==> src/rtl/ex_pkg.sv <==
/*
 execute unit common definitions
 word width, operation encoding and divider defaults
*/

package ex_pkg;

	localparam int XLEN = 32;		// operand and result width
	localparam int DIV_BITS_DEFAULT = 1;	// quotient bits retired per divide step

	typedef logic [XLEN-1:0] xlen_t;

	typedef enum logic [4:0] {
		op_add,
		op_sub,
		op_slt,
		op_sltu,
		op_and,
		op_or,
		op_xor,
		op_sll,
		op_srl,
		op_sra,
		op_beq,			// branch compares
		op_bne,
		op_blt,
		op_bge,
		op_bltu,
		op_bgeu,
		op_mul,			// multiplies
		op_mulh,
		op_mulhsu,
		op_mulhu,
		op_div,			// iterative divides
		op_divu,
		op_rem,
		op_remu
	} ex_op_e;

	function automatic logic is_div_op(ex_op_e op);
		return op inside {op_div, op_divu, op_rem, op_remu};
	endfunction

	function automatic logic is_mul_op(ex_op_e op);
		return op inside {op_mul, op_mulh, op_mulhsu, op_mulhu};
	endfunction

	// compares that only produce the taken flag
	function automatic logic is_branch_op(ex_op_e op);
		return op inside {op_beq, op_bne, op_blt, op_bge, op_bltu, op_bgeu};
	endfunction

endpackage

==> src/rtl/ex_bus_pkg.sv <==
/*
 execute unit handshake payloads
 request and response words moved across valid/ready
*/

package ex_bus_pkg;

	// request from the decode side
	typedef struct packed {
		ex_pkg::ex_op_e	op;		// operation to run
		ex_pkg::xlen_t	src1;		// first operand, dividend
		ex_pkg::xlen_t	src2;		// second operand, divisor or shift amount
	} ex_req_t;

	// response toward the next stage
	typedef struct packed {
		ex_pkg::xlen_t	result;		// zero for branch compares
		logic		taken;		// branch taken flag
	} ex_rsp_t;

endpackage

==> src/rtl/ex_ctrl.sv <==
/*
 execute unit control
 runs the valid/ready handshake, sequences divides and
 registers the selected response
*/

`timescale 1ns/1ps

module ex_ctrl (
	input  logic			cpu_clk,
	input  logic			reset,
	input  logic			in_valid,
	output logic			in_ready,
	input  ex_bus_pkg::ex_req_t	in_req,
	output logic			out_valid,
	input  logic			out_ready,
	output ex_bus_pkg::ex_rsp_t	out_rsp,
	output ex_bus_pkg::ex_req_t	held_req,
	input  ex_bus_pkg::ex_rsp_t	alu_rsp,
	input  ex_bus_pkg::ex_rsp_t	md_rsp,
	output logic			div_start,
	output logic			div_step,
	input  logic			last_step
);

	typedef enum logic [1:0] {st_idle, st_div, st_done} state_e;

	state_e			state;
	logic			accept;
	logic			capture;
	ex_bus_pkg::ex_rsp_t	sel_rsp;

	assign in_ready = (state == st_idle);	// one item in flight
	assign accept = in_valid && in_ready;
	assign capture = (state == st_done) && !out_valid;	// result settles here

	// multiplies and divides come from the datapath
	assign sel_rsp = (ex_pkg::is_mul_op(held_req.op) || ex_pkg::is_div_op(held_req.op)) ?
			 md_rsp : alu_rsp;

	always_ff @(posedge cpu_clk) begin
		if (reset) begin
			state <= st_idle;
			div_start <= 1'b0;
			div_step <= 1'b0;
			out_valid <= 1'b0;
		end else begin
			div_start <= 1'b0;	// single cycle pulse
			case (state)
			st_idle: begin
				if (accept) begin
					if (ex_pkg::is_div_op(in_req.op)) begin
						div_start <= 1'b1;
						state <= st_div;
					end else begin
						state <= st_done;
					end
				end
			end
			st_div: begin
				if (div_start)
					div_step <= 1'b1;	// operands loaded, start iterating
				else if (last_step) begin
					div_step <= 1'b0;
					state <= st_done;
				end
			end
			st_done: begin
				if (!out_valid)
					out_valid <= 1'b1;
				else if (out_ready) begin
					out_valid <= 1'b0;
					state <= st_idle;
				end
			end
			default: state <= st_idle;
			endcase
		end
	end

	always_ff @(posedge cpu_clk) begin
		if (accept)
			held_req <= in_req;
		if (capture)
			out_rsp <= sel_rsp;	// held until the response transfers
	end

	a_rsp_stable: assert property (@(posedge cpu_clk) disable iff (reset)
		out_valid && !out_ready |=> out_valid && $stable(out_rsp))
		else $error("response changed under back-pressure");

	a_no_overlap: assert property (@(posedge cpu_clk) disable iff (reset)
		!(in_ready && out_valid))
		else $error("request accepted while a response is pending");

	a_step_in_div: assert property (@(posedge cpu_clk) disable iff (reset)
		div_step |-> state == st_div)
		else $error("divide step outside of a division");

endmodule

==> src/rtl/div_step_counter.sv <==
/*
 divider iteration counter
 counts down the remaining steps and flags the last one
*/

`timescale 1ns/1ps

module div_step_counter #(
	parameter int DIV_BITS = ex_pkg::DIV_BITS_DEFAULT
) (
	input  logic	cpu_clk,
	input  logic	reset,
	input  logic	div_start,
	input  logic	div_step,
	output logic	last_step
);

	localparam int STEPS = ex_pkg::XLEN / DIV_BITS;
	localparam int CNT_W = $clog2(STEPS + 1);

	logic [CNT_W-1:0] count;	// steps still to run

	always_ff @(posedge cpu_clk) begin
		if (reset)
			count <= '0;
		else if (div_start)
			count <= CNT_W'(STEPS);
		else if (div_step)
			count <= count - 1'b1;
	end

	assign last_step = div_step && (count == CNT_W'(1));

	a_no_underflow: assert property (@(posedge cpu_clk) disable iff (reset)
		div_step |-> count != '0)
		else $error("divide step with no steps left");

endmodule

==> src/rtl/int_alu.sv <==
/*
 integer ALU
 single cycle arithmetic, logic, shifts and branch compares
*/

`timescale 1ns/1ps

module int_alu (
	input  ex_bus_pkg::ex_req_t	held_req,
	output ex_bus_pkg::ex_rsp_t	alu_rsp
);

	ex_pkg::xlen_t	src1;
	ex_pkg::xlen_t	src2;
	logic [4:0]	shamt;
	logic		eq;
	logic		lt_s;
	logic		lt_u;
	logic		cmp;

	assign src1 = held_req.src1;
	assign src2 = held_req.src2;
	assign shamt = src2[4:0];	// upper bits ignored

	assign eq = (src1 == src2);
	assign lt_s = ($signed(src1) < $signed(src2));
	assign lt_u = (src1 < src2);

	always_comb begin
		case (held_req.op)
		ex_pkg::op_beq:		cmp = eq;
		ex_pkg::op_bne:		cmp = !eq;
		ex_pkg::op_blt:		cmp = lt_s;
		ex_pkg::op_bge:		cmp = !lt_s;
		ex_pkg::op_bltu:	cmp = lt_u;
		ex_pkg::op_bgeu:	cmp = !lt_u;
		default:		cmp = 1'b0;
		endcase
	end

	always_comb begin
		alu_rsp.taken = ex_pkg::is_branch_op(held_req.op) && cmp;
		case (held_req.op)
		ex_pkg::op_add:		alu_rsp.result = src1 + src2;
		ex_pkg::op_sub:		alu_rsp.result = src1 - src2;
		ex_pkg::op_slt:		alu_rsp.result = ex_pkg::xlen_t'(lt_s);
		ex_pkg::op_sltu:	alu_rsp.result = ex_pkg::xlen_t'(lt_u);
		ex_pkg::op_and:		alu_rsp.result = src1 & src2;
		ex_pkg::op_or:		alu_rsp.result = src1 | src2;
		ex_pkg::op_xor:		alu_rsp.result = src1 ^ src2;
		ex_pkg::op_sll:		alu_rsp.result = src1 << shamt;
		ex_pkg::op_srl:		alu_rsp.result = src1 >> shamt;
		ex_pkg::op_sra:		alu_rsp.result = $signed(src1) >>> shamt;
		default:		alu_rsp.result = '0;	// branches and non-alu ops
		endcase
	end

endmodule

==> src/rtl/mul_div_dp.sv <==
/*
 multiply and divide datapath
 combinational multiplier and an iterative restoring divider
 working on magnitudes with sign and corner-case fix-up
*/

`timescale 1ns/1ps

module mul_div_dp #(
	parameter int DIV_BITS = ex_pkg::DIV_BITS_DEFAULT
) (
	input  logic			cpu_clk,
	input  logic			reset,
	input  ex_bus_pkg::ex_req_t	held_req,
	input  logic			div_start,
	input  logic			div_step,
	output ex_bus_pkg::ex_rsp_t	md_rsp
);

	localparam int XLEN = ex_pkg::XLEN;

	ex_pkg::ex_op_e			op;
	logic				a_signed;
	logic				b_signed;
	logic signed [XLEN:0]		mul_a;
	logic signed [XLEN:0]		mul_b;
	logic signed [2*XLEN-1:0]	product;

	logic				div_signed;
	logic				src1_neg;
	logic				src2_neg;
	ex_pkg::xlen_t			src1_mag;
	ex_pkg::xlen_t			src2_mag;
	ex_pkg::xlen_t			quo_q;
	ex_pkg::xlen_t			rem_q;
	ex_pkg::xlen_t			dvsr_q;
	logic [XLEN:0]			rem_nxt;
	ex_pkg::xlen_t			quo_nxt;
	logic				neg_q;
	logic				neg_r;
	logic				dvsr_zero;
	logic				div_ovf;
	ex_pkg::xlen_t			quo_fix;
	ex_pkg::xlen_t			rem_fix;

	assign op = held_req.op;

	// one extra bit so signed and unsigned share one multiplier
	assign a_signed = (op == ex_pkg::op_mulh) || (op == ex_pkg::op_mulhsu);
	assign b_signed = (op == ex_pkg::op_mulh);
	assign mul_a = {a_signed & held_req.src1[XLEN-1], held_req.src1};
	assign mul_b = {b_signed & held_req.src2[XLEN-1], held_req.src2};
	assign product = mul_a * mul_b;

	assign div_signed = (op == ex_pkg::op_div) || (op == ex_pkg::op_rem);
	assign src1_neg = div_signed && held_req.src1[XLEN-1];
	assign src2_neg = div_signed && held_req.src2[XLEN-1];
	assign src1_mag = src1_neg ? -held_req.src1 : held_req.src1;
	assign src2_mag = src2_neg ? -held_req.src2 : held_req.src2;

	// restoring steps, dividend shifts out of quo as quotient bits shift in
	always_comb begin
		rem_nxt = {1'b0, rem_q};
		quo_nxt = quo_q;
		for (int i = 0; i < DIV_BITS; i++) begin
			rem_nxt = {rem_nxt[XLEN-1:0], quo_nxt[XLEN-1]};
			quo_nxt = {quo_nxt[XLEN-2:0], 1'b0};
			if (rem_nxt >= {1'b0, dvsr_q}) begin
				rem_nxt = rem_nxt - {1'b0, dvsr_q};
				quo_nxt[0] = 1'b1;
			end
		end
	end

	always_ff @(posedge cpu_clk) begin
		if (div_start) begin
			quo_q <= src1_mag;
			rem_q <= '0;
			dvsr_q <= src2_mag;
		end else if (div_step) begin
			quo_q <= quo_nxt;
			rem_q <= rem_nxt[XLEN-1:0];	// always below the divisor
		end
	end

	always_ff @(posedge cpu_clk) begin
		if (reset) begin
			neg_q <= 1'b0;
			neg_r <= 1'b0;
			dvsr_zero <= 1'b0;
			div_ovf <= 1'b0;
		end else if (div_start && ex_pkg::is_div_op(op)) begin
			neg_q <= src1_neg ^ src2_neg;
			neg_r <= src1_neg;	// remainder follows the dividend
			dvsr_zero <= (held_req.src2 == '0);
			div_ovf <= div_signed && (held_req.src1 == {1'b1, {(XLEN-1){1'b0}}}) &&
				   (held_req.src2 == '1);
		end
	end

	assign quo_fix = dvsr_zero ? '1 :
			 div_ovf ? held_req.src1 :
			 neg_q ? -quo_q : quo_q;
	assign rem_fix = dvsr_zero ? held_req.src1 :
			 div_ovf ? '0 :
			 neg_r ? -rem_q : rem_q;

	always_comb begin
		md_rsp.taken = 1'b0;
		case (op)
		ex_pkg::op_mul:		md_rsp.result = product[XLEN-1:0];
		ex_pkg::op_mulh,
		ex_pkg::op_mulhsu,
		ex_pkg::op_mulhu:	md_rsp.result = product[2*XLEN-1:XLEN];
		ex_pkg::op_div,
		ex_pkg::op_divu:	md_rsp.result = quo_fix;
		ex_pkg::op_rem,
		ex_pkg::op_remu:	md_rsp.result = rem_fix;
		default:		md_rsp.result = '0;
		endcase
	end

endmodule

==> src/rtl/ex_unit.sv <==
/*
 execute unit top
 ALU, multiplier and iterative divider behind one
 valid/ready request and response pair
*/

`timescale 1ns/1ps

module ex_unit #(
	parameter int DIV_BITS = ex_pkg::DIV_BITS_DEFAULT	// quotient bits per cycle
) (
	input  logic			cpu_clk,
	input  logic			reset,
	input  logic			in_valid,
	output logic			in_ready,
	input  ex_bus_pkg::ex_req_t	in_req,
	output logic			out_valid,
	input  logic			out_ready,
	output ex_bus_pkg::ex_rsp_t	out_rsp
);

	ex_bus_pkg::ex_req_t	held_req;	// operation under execution
	ex_bus_pkg::ex_rsp_t	alu_rsp;
	ex_bus_pkg::ex_rsp_t	md_rsp;
	logic			div_start;
	logic			div_step;
	logic			last_step;

	ex_ctrl u_ctrl (
		.cpu_clk	(cpu_clk),
		.reset		(reset),
		.in_valid	(in_valid),
		.in_ready	(in_ready),
		.in_req		(in_req),
		.out_valid	(out_valid),
		.out_ready	(out_ready),
		.out_rsp	(out_rsp),
		.held_req	(held_req),
		.alu_rsp	(alu_rsp),
		.md_rsp		(md_rsp),
		.div_start	(div_start),
		.div_step	(div_step),
		.last_step	(last_step)
	);

	div_step_counter #(.DIV_BITS(DIV_BITS)) u_div_cnt (
		.cpu_clk	(cpu_clk),
		.reset		(reset),
		.div_start	(div_start),
		.div_step	(div_step),
		.last_step	(last_step)
	);

	int_alu u_alu (
		.held_req	(held_req),
		.alu_rsp	(alu_rsp)
	);

	mul_div_dp #(.DIV_BITS(DIV_BITS)) u_mul_div (
		.cpu_clk	(cpu_clk),
		.reset		(reset),
		.held_req	(held_req),
		.div_start	(div_start),
		.div_step	(div_step),
		.md_rsp		(md_rsp)
	);

endmodule

==> config.mk <==
export PLATFORM = sky130hd
export DESIGN_NAME = ex_unit
export DESIGN_NICKNAME = d
export VERILOG_FILES = /design/src/rtl/ex_pkg.sv /design/src/rtl/ex_bus_pkg.sv /design/src/rtl/ex_ctrl.sv /design/src/rtl/div_step_counter.sv /design/src/rtl/int_alu.sv /design/src/rtl/mul_div_dp.sv /design/src/rtl/ex_unit.sv
export SDC_FILE = /design/constraint.sdc
export NUM_CORES = 2
export LEC_CHECK = 0
export ABC_AREA = 1
export BUFFER_PORTS_ARGS = -buffer_cell sky130_fd_sc_hd__buf_2
export CAP_MARGIN = 10
export CORE_ASPECT_RATIO = 1.2
export CORE_MARGIN = 8
export CORE_UTILIZATION = 45
export DETAILED_ROUTE_END_ITERATION = 16
export PLACE_DENSITY = 0.58
export SLEW_MARGIN = 5
export SYNTH_ARGS = -nofsm -noshare
export SYNTH_HDL_FRONTEND = slang
export SYNTH_SLANG_ARGS = --single-unit
export TNS_END_PERCENT = 100
==> constraint.sdc <==
create_clock -name cpu_clk -period 10.9 [get_ports cpu_clk]
set_clock_uncertainty 0.05 [all_clocks]
set_input_delay 1.09 -clock cpu_clk [delete_from_list [all_inputs] [get_ports cpu_clk]]
set_output_delay 1.09 -clock cpu_clk [all_outputs]
set_load 0.01 [all_outputs]
* Word level (Yosys, flattened, before mapping)
Index checks and enable logic that the tools add are counted.
Word-level totals: bits in registers 213, input bits 73, output and inout port bits 35, word-level logic and storage cells 141
Cells by class: add/subtract/negate cells 8, multipliers 1, $lt $le $gt $ge 3, equality and inequality tests 38, shifts and indexed selects 3, mux-type cells 30, bitwise logic cells 8, reductions and logical operators 32
Operators by type and width (count):
- $mux 32 | 11
- $pmux 32 s10 | 1
- $neg 32->32 | 4
- $pmux 32 s4 | 1
- $eq 32x32->1 const B | 2
- $lt 32x32->1 | 2
- $mul 33x33->64 | 1
- $sub 32x32->32 | 2
- $eq 5x5->1 const B | 12
- $eq 5x4->1 const B | 8
- $ge 33x32->1 | 1
- $mux 33 | 1
- $add 32x32->32 | 1
- $and 32x32->32 | 1
- $eq 32x32->1 | 1
- $logic_not 32->1 | 1
- $or 32x32->32 | 1
- $shl 32x5->32 | 1
- $shr 32x5->32 | 1
- $sshr 32x5->32 | 1
- $xor 32x32->32 | 1
- $eq 5x3->1 const B | 4
- $mux 2 | 6
- $mux 6 | 2
- other kinds (26) | 56

* Longest topological paths before layout
word-level depth 6, depth in mapped cells 37, depth with buffers taken out 36

* Modules after synthesis
A second synthesis with hierarchy kept.
Second synthesis, totals: cells, all modules 9247, area total of the unflattened synthesis 65195.0 um^2
By module, submodules not included:
- mul_div_dp | instances 1, cells each 7040, area an instance 51276.7 um^2, sequential area each 2642.5 um^2
- int_alu | instances 1, cells each 1985, area an instance 9773.1 um^2, sequential area each 0.0 um^2
- ex_ctrl | instances 1, cells each 179, area an instance 3832.4 um^2, sequential area each 3163.0 um^2
- div_step_counter | instances 1, cells each 43, area an instance 312.8 um^2, sequential area each 120.1 um^2

* Worst setup path after synthesis
Ideal clock, no wire load.
path kind register to register, start point register, netlist name u_ctrl.held_req[66], end point register, netlist name u_ctrl.out_rsp[29], setup time 254 ps, arrival 7970 ps, data required time 10596 ps, setup slack 2626 ps, stages on the path, launching flop included 35, path buffers 1, clock period less this slack 8274 ps, cells stage by stage edfxtp_1 -> nor2_1 -> nand2_1 -> nor2_2 -> nand2_2 -> nor2_1 -> clkbuf_1 -> nand2_1 -> fa_1 -> fa_1 -> inv_1 -> fa_1 -> inv_1 -> fa_1 -> inv_1 -> fa_1 -> fa_1 -> inv_1 -> fa_1 -> fa_1 -> inv_1 -> ha_1 -> nand2_1 -> nor2_1 -> inv_1 -> nor3_1 -> nand2_1 -> nor2_1 -> nand2_1 -> nand3b_1 -> nand2_1 -> nand3_1 -> nand2_1 -> nor2_1 -> nand2_1

==> results.md <==
* Number of global-route vias before repair at 63.6k
* I/O Buffers at 107
* CTS tree: built
* Fillers at 14.6k
* Met2 Track Usage GR at 65.4%
* Synth top area cells: fa_1 (35%), nand2_1 (14%), inv_1 (12%)
* Net Count, Synth at 10.5k
* Final min period at 9.88 ns
* Worst reg2reg path depth at 28
* Max Cap Viol at 0
* Final max-slew violation count at 0
* Post-route ant nets at 0
* Fmax at 101 MHz
* Kind of critical path: flip-flop to flip-flop
* Mapped Cells at 8956
* First-pass GRT wire length at 447000 um
* CP most frequent cell: fa_1
* Sink Count at 213
* Num CTS Buffers at 29
* CTS clock-pin slew for the worst setup and hold paths at 0.07 ns
* Yosys reg bits at 213
* Share of the yosys chip area belonging to registers at 9.29%
* Final HPWL DP at 256000 um
* Worst-case clock buffer depth at 3
* Chip Height at 428 um
* Worst Setup EP: u_ctrl.out_rsp[15]
* Cell Area, Synth at 63800 um2
* Worst Path Max Fanout at 19
* Post-synth EDFFs at 166
* GRT overflow at 0
* Slowest cell delay on critical path at 0.79 ns
* RePlAce Congestion at 1.09
* Drt drc at 0
* Tot GR Track Use at 39.9%
* First-pass DRT Iterations at 7
* CP required at 11.18 ns
* Syn avg cell area at 7.12 um2
* Setup crit start kind: flip-flop
* Core Region at 141000 um2
* Global-route met3 utilization at 7.83%
* Worst skew pair latency at 0.68 ns
* Ys flop type: edfxtp_1
* Initial Util at 45.2%
* Reg2reg setup slack at 1.02 ns
* Worst R2R End: u_ctrl.out_rsp[15]
* Fraction of registers with async set/reset at 0%
* PostCTS Resize Cnt at 0
* Root buffer cell: clkbuf_16
* Yosys top cell area share at 35.4%
* M1 GR Usage at 46.0%
* Status: completed
* Die area at 154000 um2
* Hold Crit Depth at 2
* Hold Fails Final Rpt at 0
* GRT busiest layer: met2
* Routed Wire Length at 313000 um
* Part of the cycle the worst path needs at 90.6%
* Slowest cell on crit path: o21ai_0
* Crit path from: u_ctrl.held_req[66]
* CTS Hold Bufs at 0
* Crit end category: flip-flop
* Slew of the pin with the lowest slew margin at 1.29 ns
* Cell variety after synth at 63
* Postcts setup bufs at 0
* Fin nets at 10.4k
* Layout cells sized above 1 at 4.61%
* Vias per inst at 5.75
* R2r startpoint: u_ctrl.held_req[66]
* Worst Hold Class: flip-flop to flip-flop
* Syn. warnings at 0
* Slew HR at 14.3%
* Worst EP arrival at 10.16 ns
* H-tree depth at 1
* Initial antenna violation count at 30
* Top-level port count at 108
* Area leader, netlist: fa_1
* 1st-iter DRT viols at 6162
* RSZ-0062 raised after global routing: no
* Largest net degree at the start of global routing at 111
* Die X at 360 um
* Setup-failing EPs final at 0
* Hold path startpoint: u_mul_div.rem_q[31]
* Setup TNS Final at 0 ns
* Area Growth Syn to Fin at 5.68%
* Total number of vias at 61.6k
* Cell Rows at 151
* Drt wl/cell at 29.2 um
==> how the worst min path moves through the flow <==
stage                                     end
after global routing       u_div_cnt.count[0]
after global placement    u_mul_div.rem_q[31]
after detailed placement  u_mul_div.rem_q[31]
after CTS                 u_mul_div.rem_q[31]
final                     u_mul_div.rem_q[31]
after floorplan           u_mul_div.rem_q[31]
==> cell usage after synthesis, types with 66 or more instances <==
library cell	number
inv_1	2009
buf_2	75
xor2_1	66
nor2_1	628
nand3_1	474
o21ai_0	355
clkbuf_1	187
edfxtp_1	166
nand4_1	81
buf_1	130
nand2_1	2418
ha_1	348
fa_1	1128
a21oi_1	386
==> cell type report <==
class                      instances  area [um2]  share of cell area (%)
multi-input combinational       6301       48500                    72.0
inverter                        2029        7620                    11.3
timing repair buffer             272        2010                    2.99
antenna                           14        35.0                  0.0520
clock inverter                    20         209                   0.310
sequential                       213        5930                    8.80
clock buffer                      34         796                    1.18
tap                             1836        2300                    3.41
==> through the flow <==
stage          util (%)  hold WS (ns)  worst slack, ns  area [um2]  cells
2_1_floorplan         -         0.395             2.63       63800   8956
3_3_place_gp       47.1         0.407             1.16       66400  10651
3_5_place_dp       47.1         0.424             1.15       66400  10651
4_1_cts            47.8         0.434             1.11       67400  10705
5_1_grt            47.8         0.464            0.866       67400  10705
6_report           47.8         0.433             1.02       67400  10719
==> worst max-delay path: cells and delay by family, from the launching register on <==
family | cells | cell delay (ns)
buffers and inverters | 6 | 0.57
adder cells (fa/ha/maj) | 9 | 4.65
AND/OR/NAND/NOR | 9 | 2.07
flip-flops | 1 | 0.45
AO/OA/AOI/OAI | 4 | 1.70
==> kinds of logic (layout without fill, tap and decap cells) <==
group,after synthesis,after routing,share of synthesized area [%]
adders and majority gates,1476,1476,42.2
buffers and inverters,2442,2355,14.7
AOI/OAI and AO/OA,979,979,8.52
other,0,14,0
DFF,213,213,9.29
and+or+nand+nor,3754,3754,24.0
xor gates and xnor gates,88,88,1.21
muxes,4,4,0.0628
==> routing by layer <==
| metal | vias up | share of wire [%] |
|---|---|---|
| met5 | - | 0.019 |
| met4 | 12 | 9.8 |
| met3 | 1079 | 8.5 |
| met2 | 3324 | 46 |
| met1 | 30498 | 36 |
| li1 | 26732 | - |
==> layout by cell type (no fill, tap or decap), drive strengths merged, types with 14 or more instances in the layout <==
cell	count
a21boi	20
a21oi	390
buf	272
clkbuf	34
clkinv	15
dfxtp	47
diode	14
edfxtp	166
fa	1128
ha	348
inv	2032
nand2	2424
nand3	477
nand3b	19
nand4	82
nor2	646
nor3	59
nor4	15
o211ai	59
o21ai	380
o21bai	37
o22ai	29
or2	19
xnor2	22
xor2	66
==> state kept, by name, indices dropped and copies added, names as in the netlist <==
name	count
u_ctrl.div_step	1
u_mul_div.quo_q	32
u_div_cnt.count	6
u_mul_div.neg_r	1
u_mul_div.dvsr_zero	1
u_mul_div.rem_q	32
u_ctrl.out_valid	1
u_mul_div.div_ovf	1
u_mul_div.dvsr_q	32
u_ctrl.held_req	69
u_ctrl.out_rsp	33
u_ctrl.div_start	1
u_ctrl.state	2
u_mul_div.neg_q	1
Power is left out: the tool's default activity adds up to more than one toggle a clock period on the data nets, which glitch-free logic cannot reach.
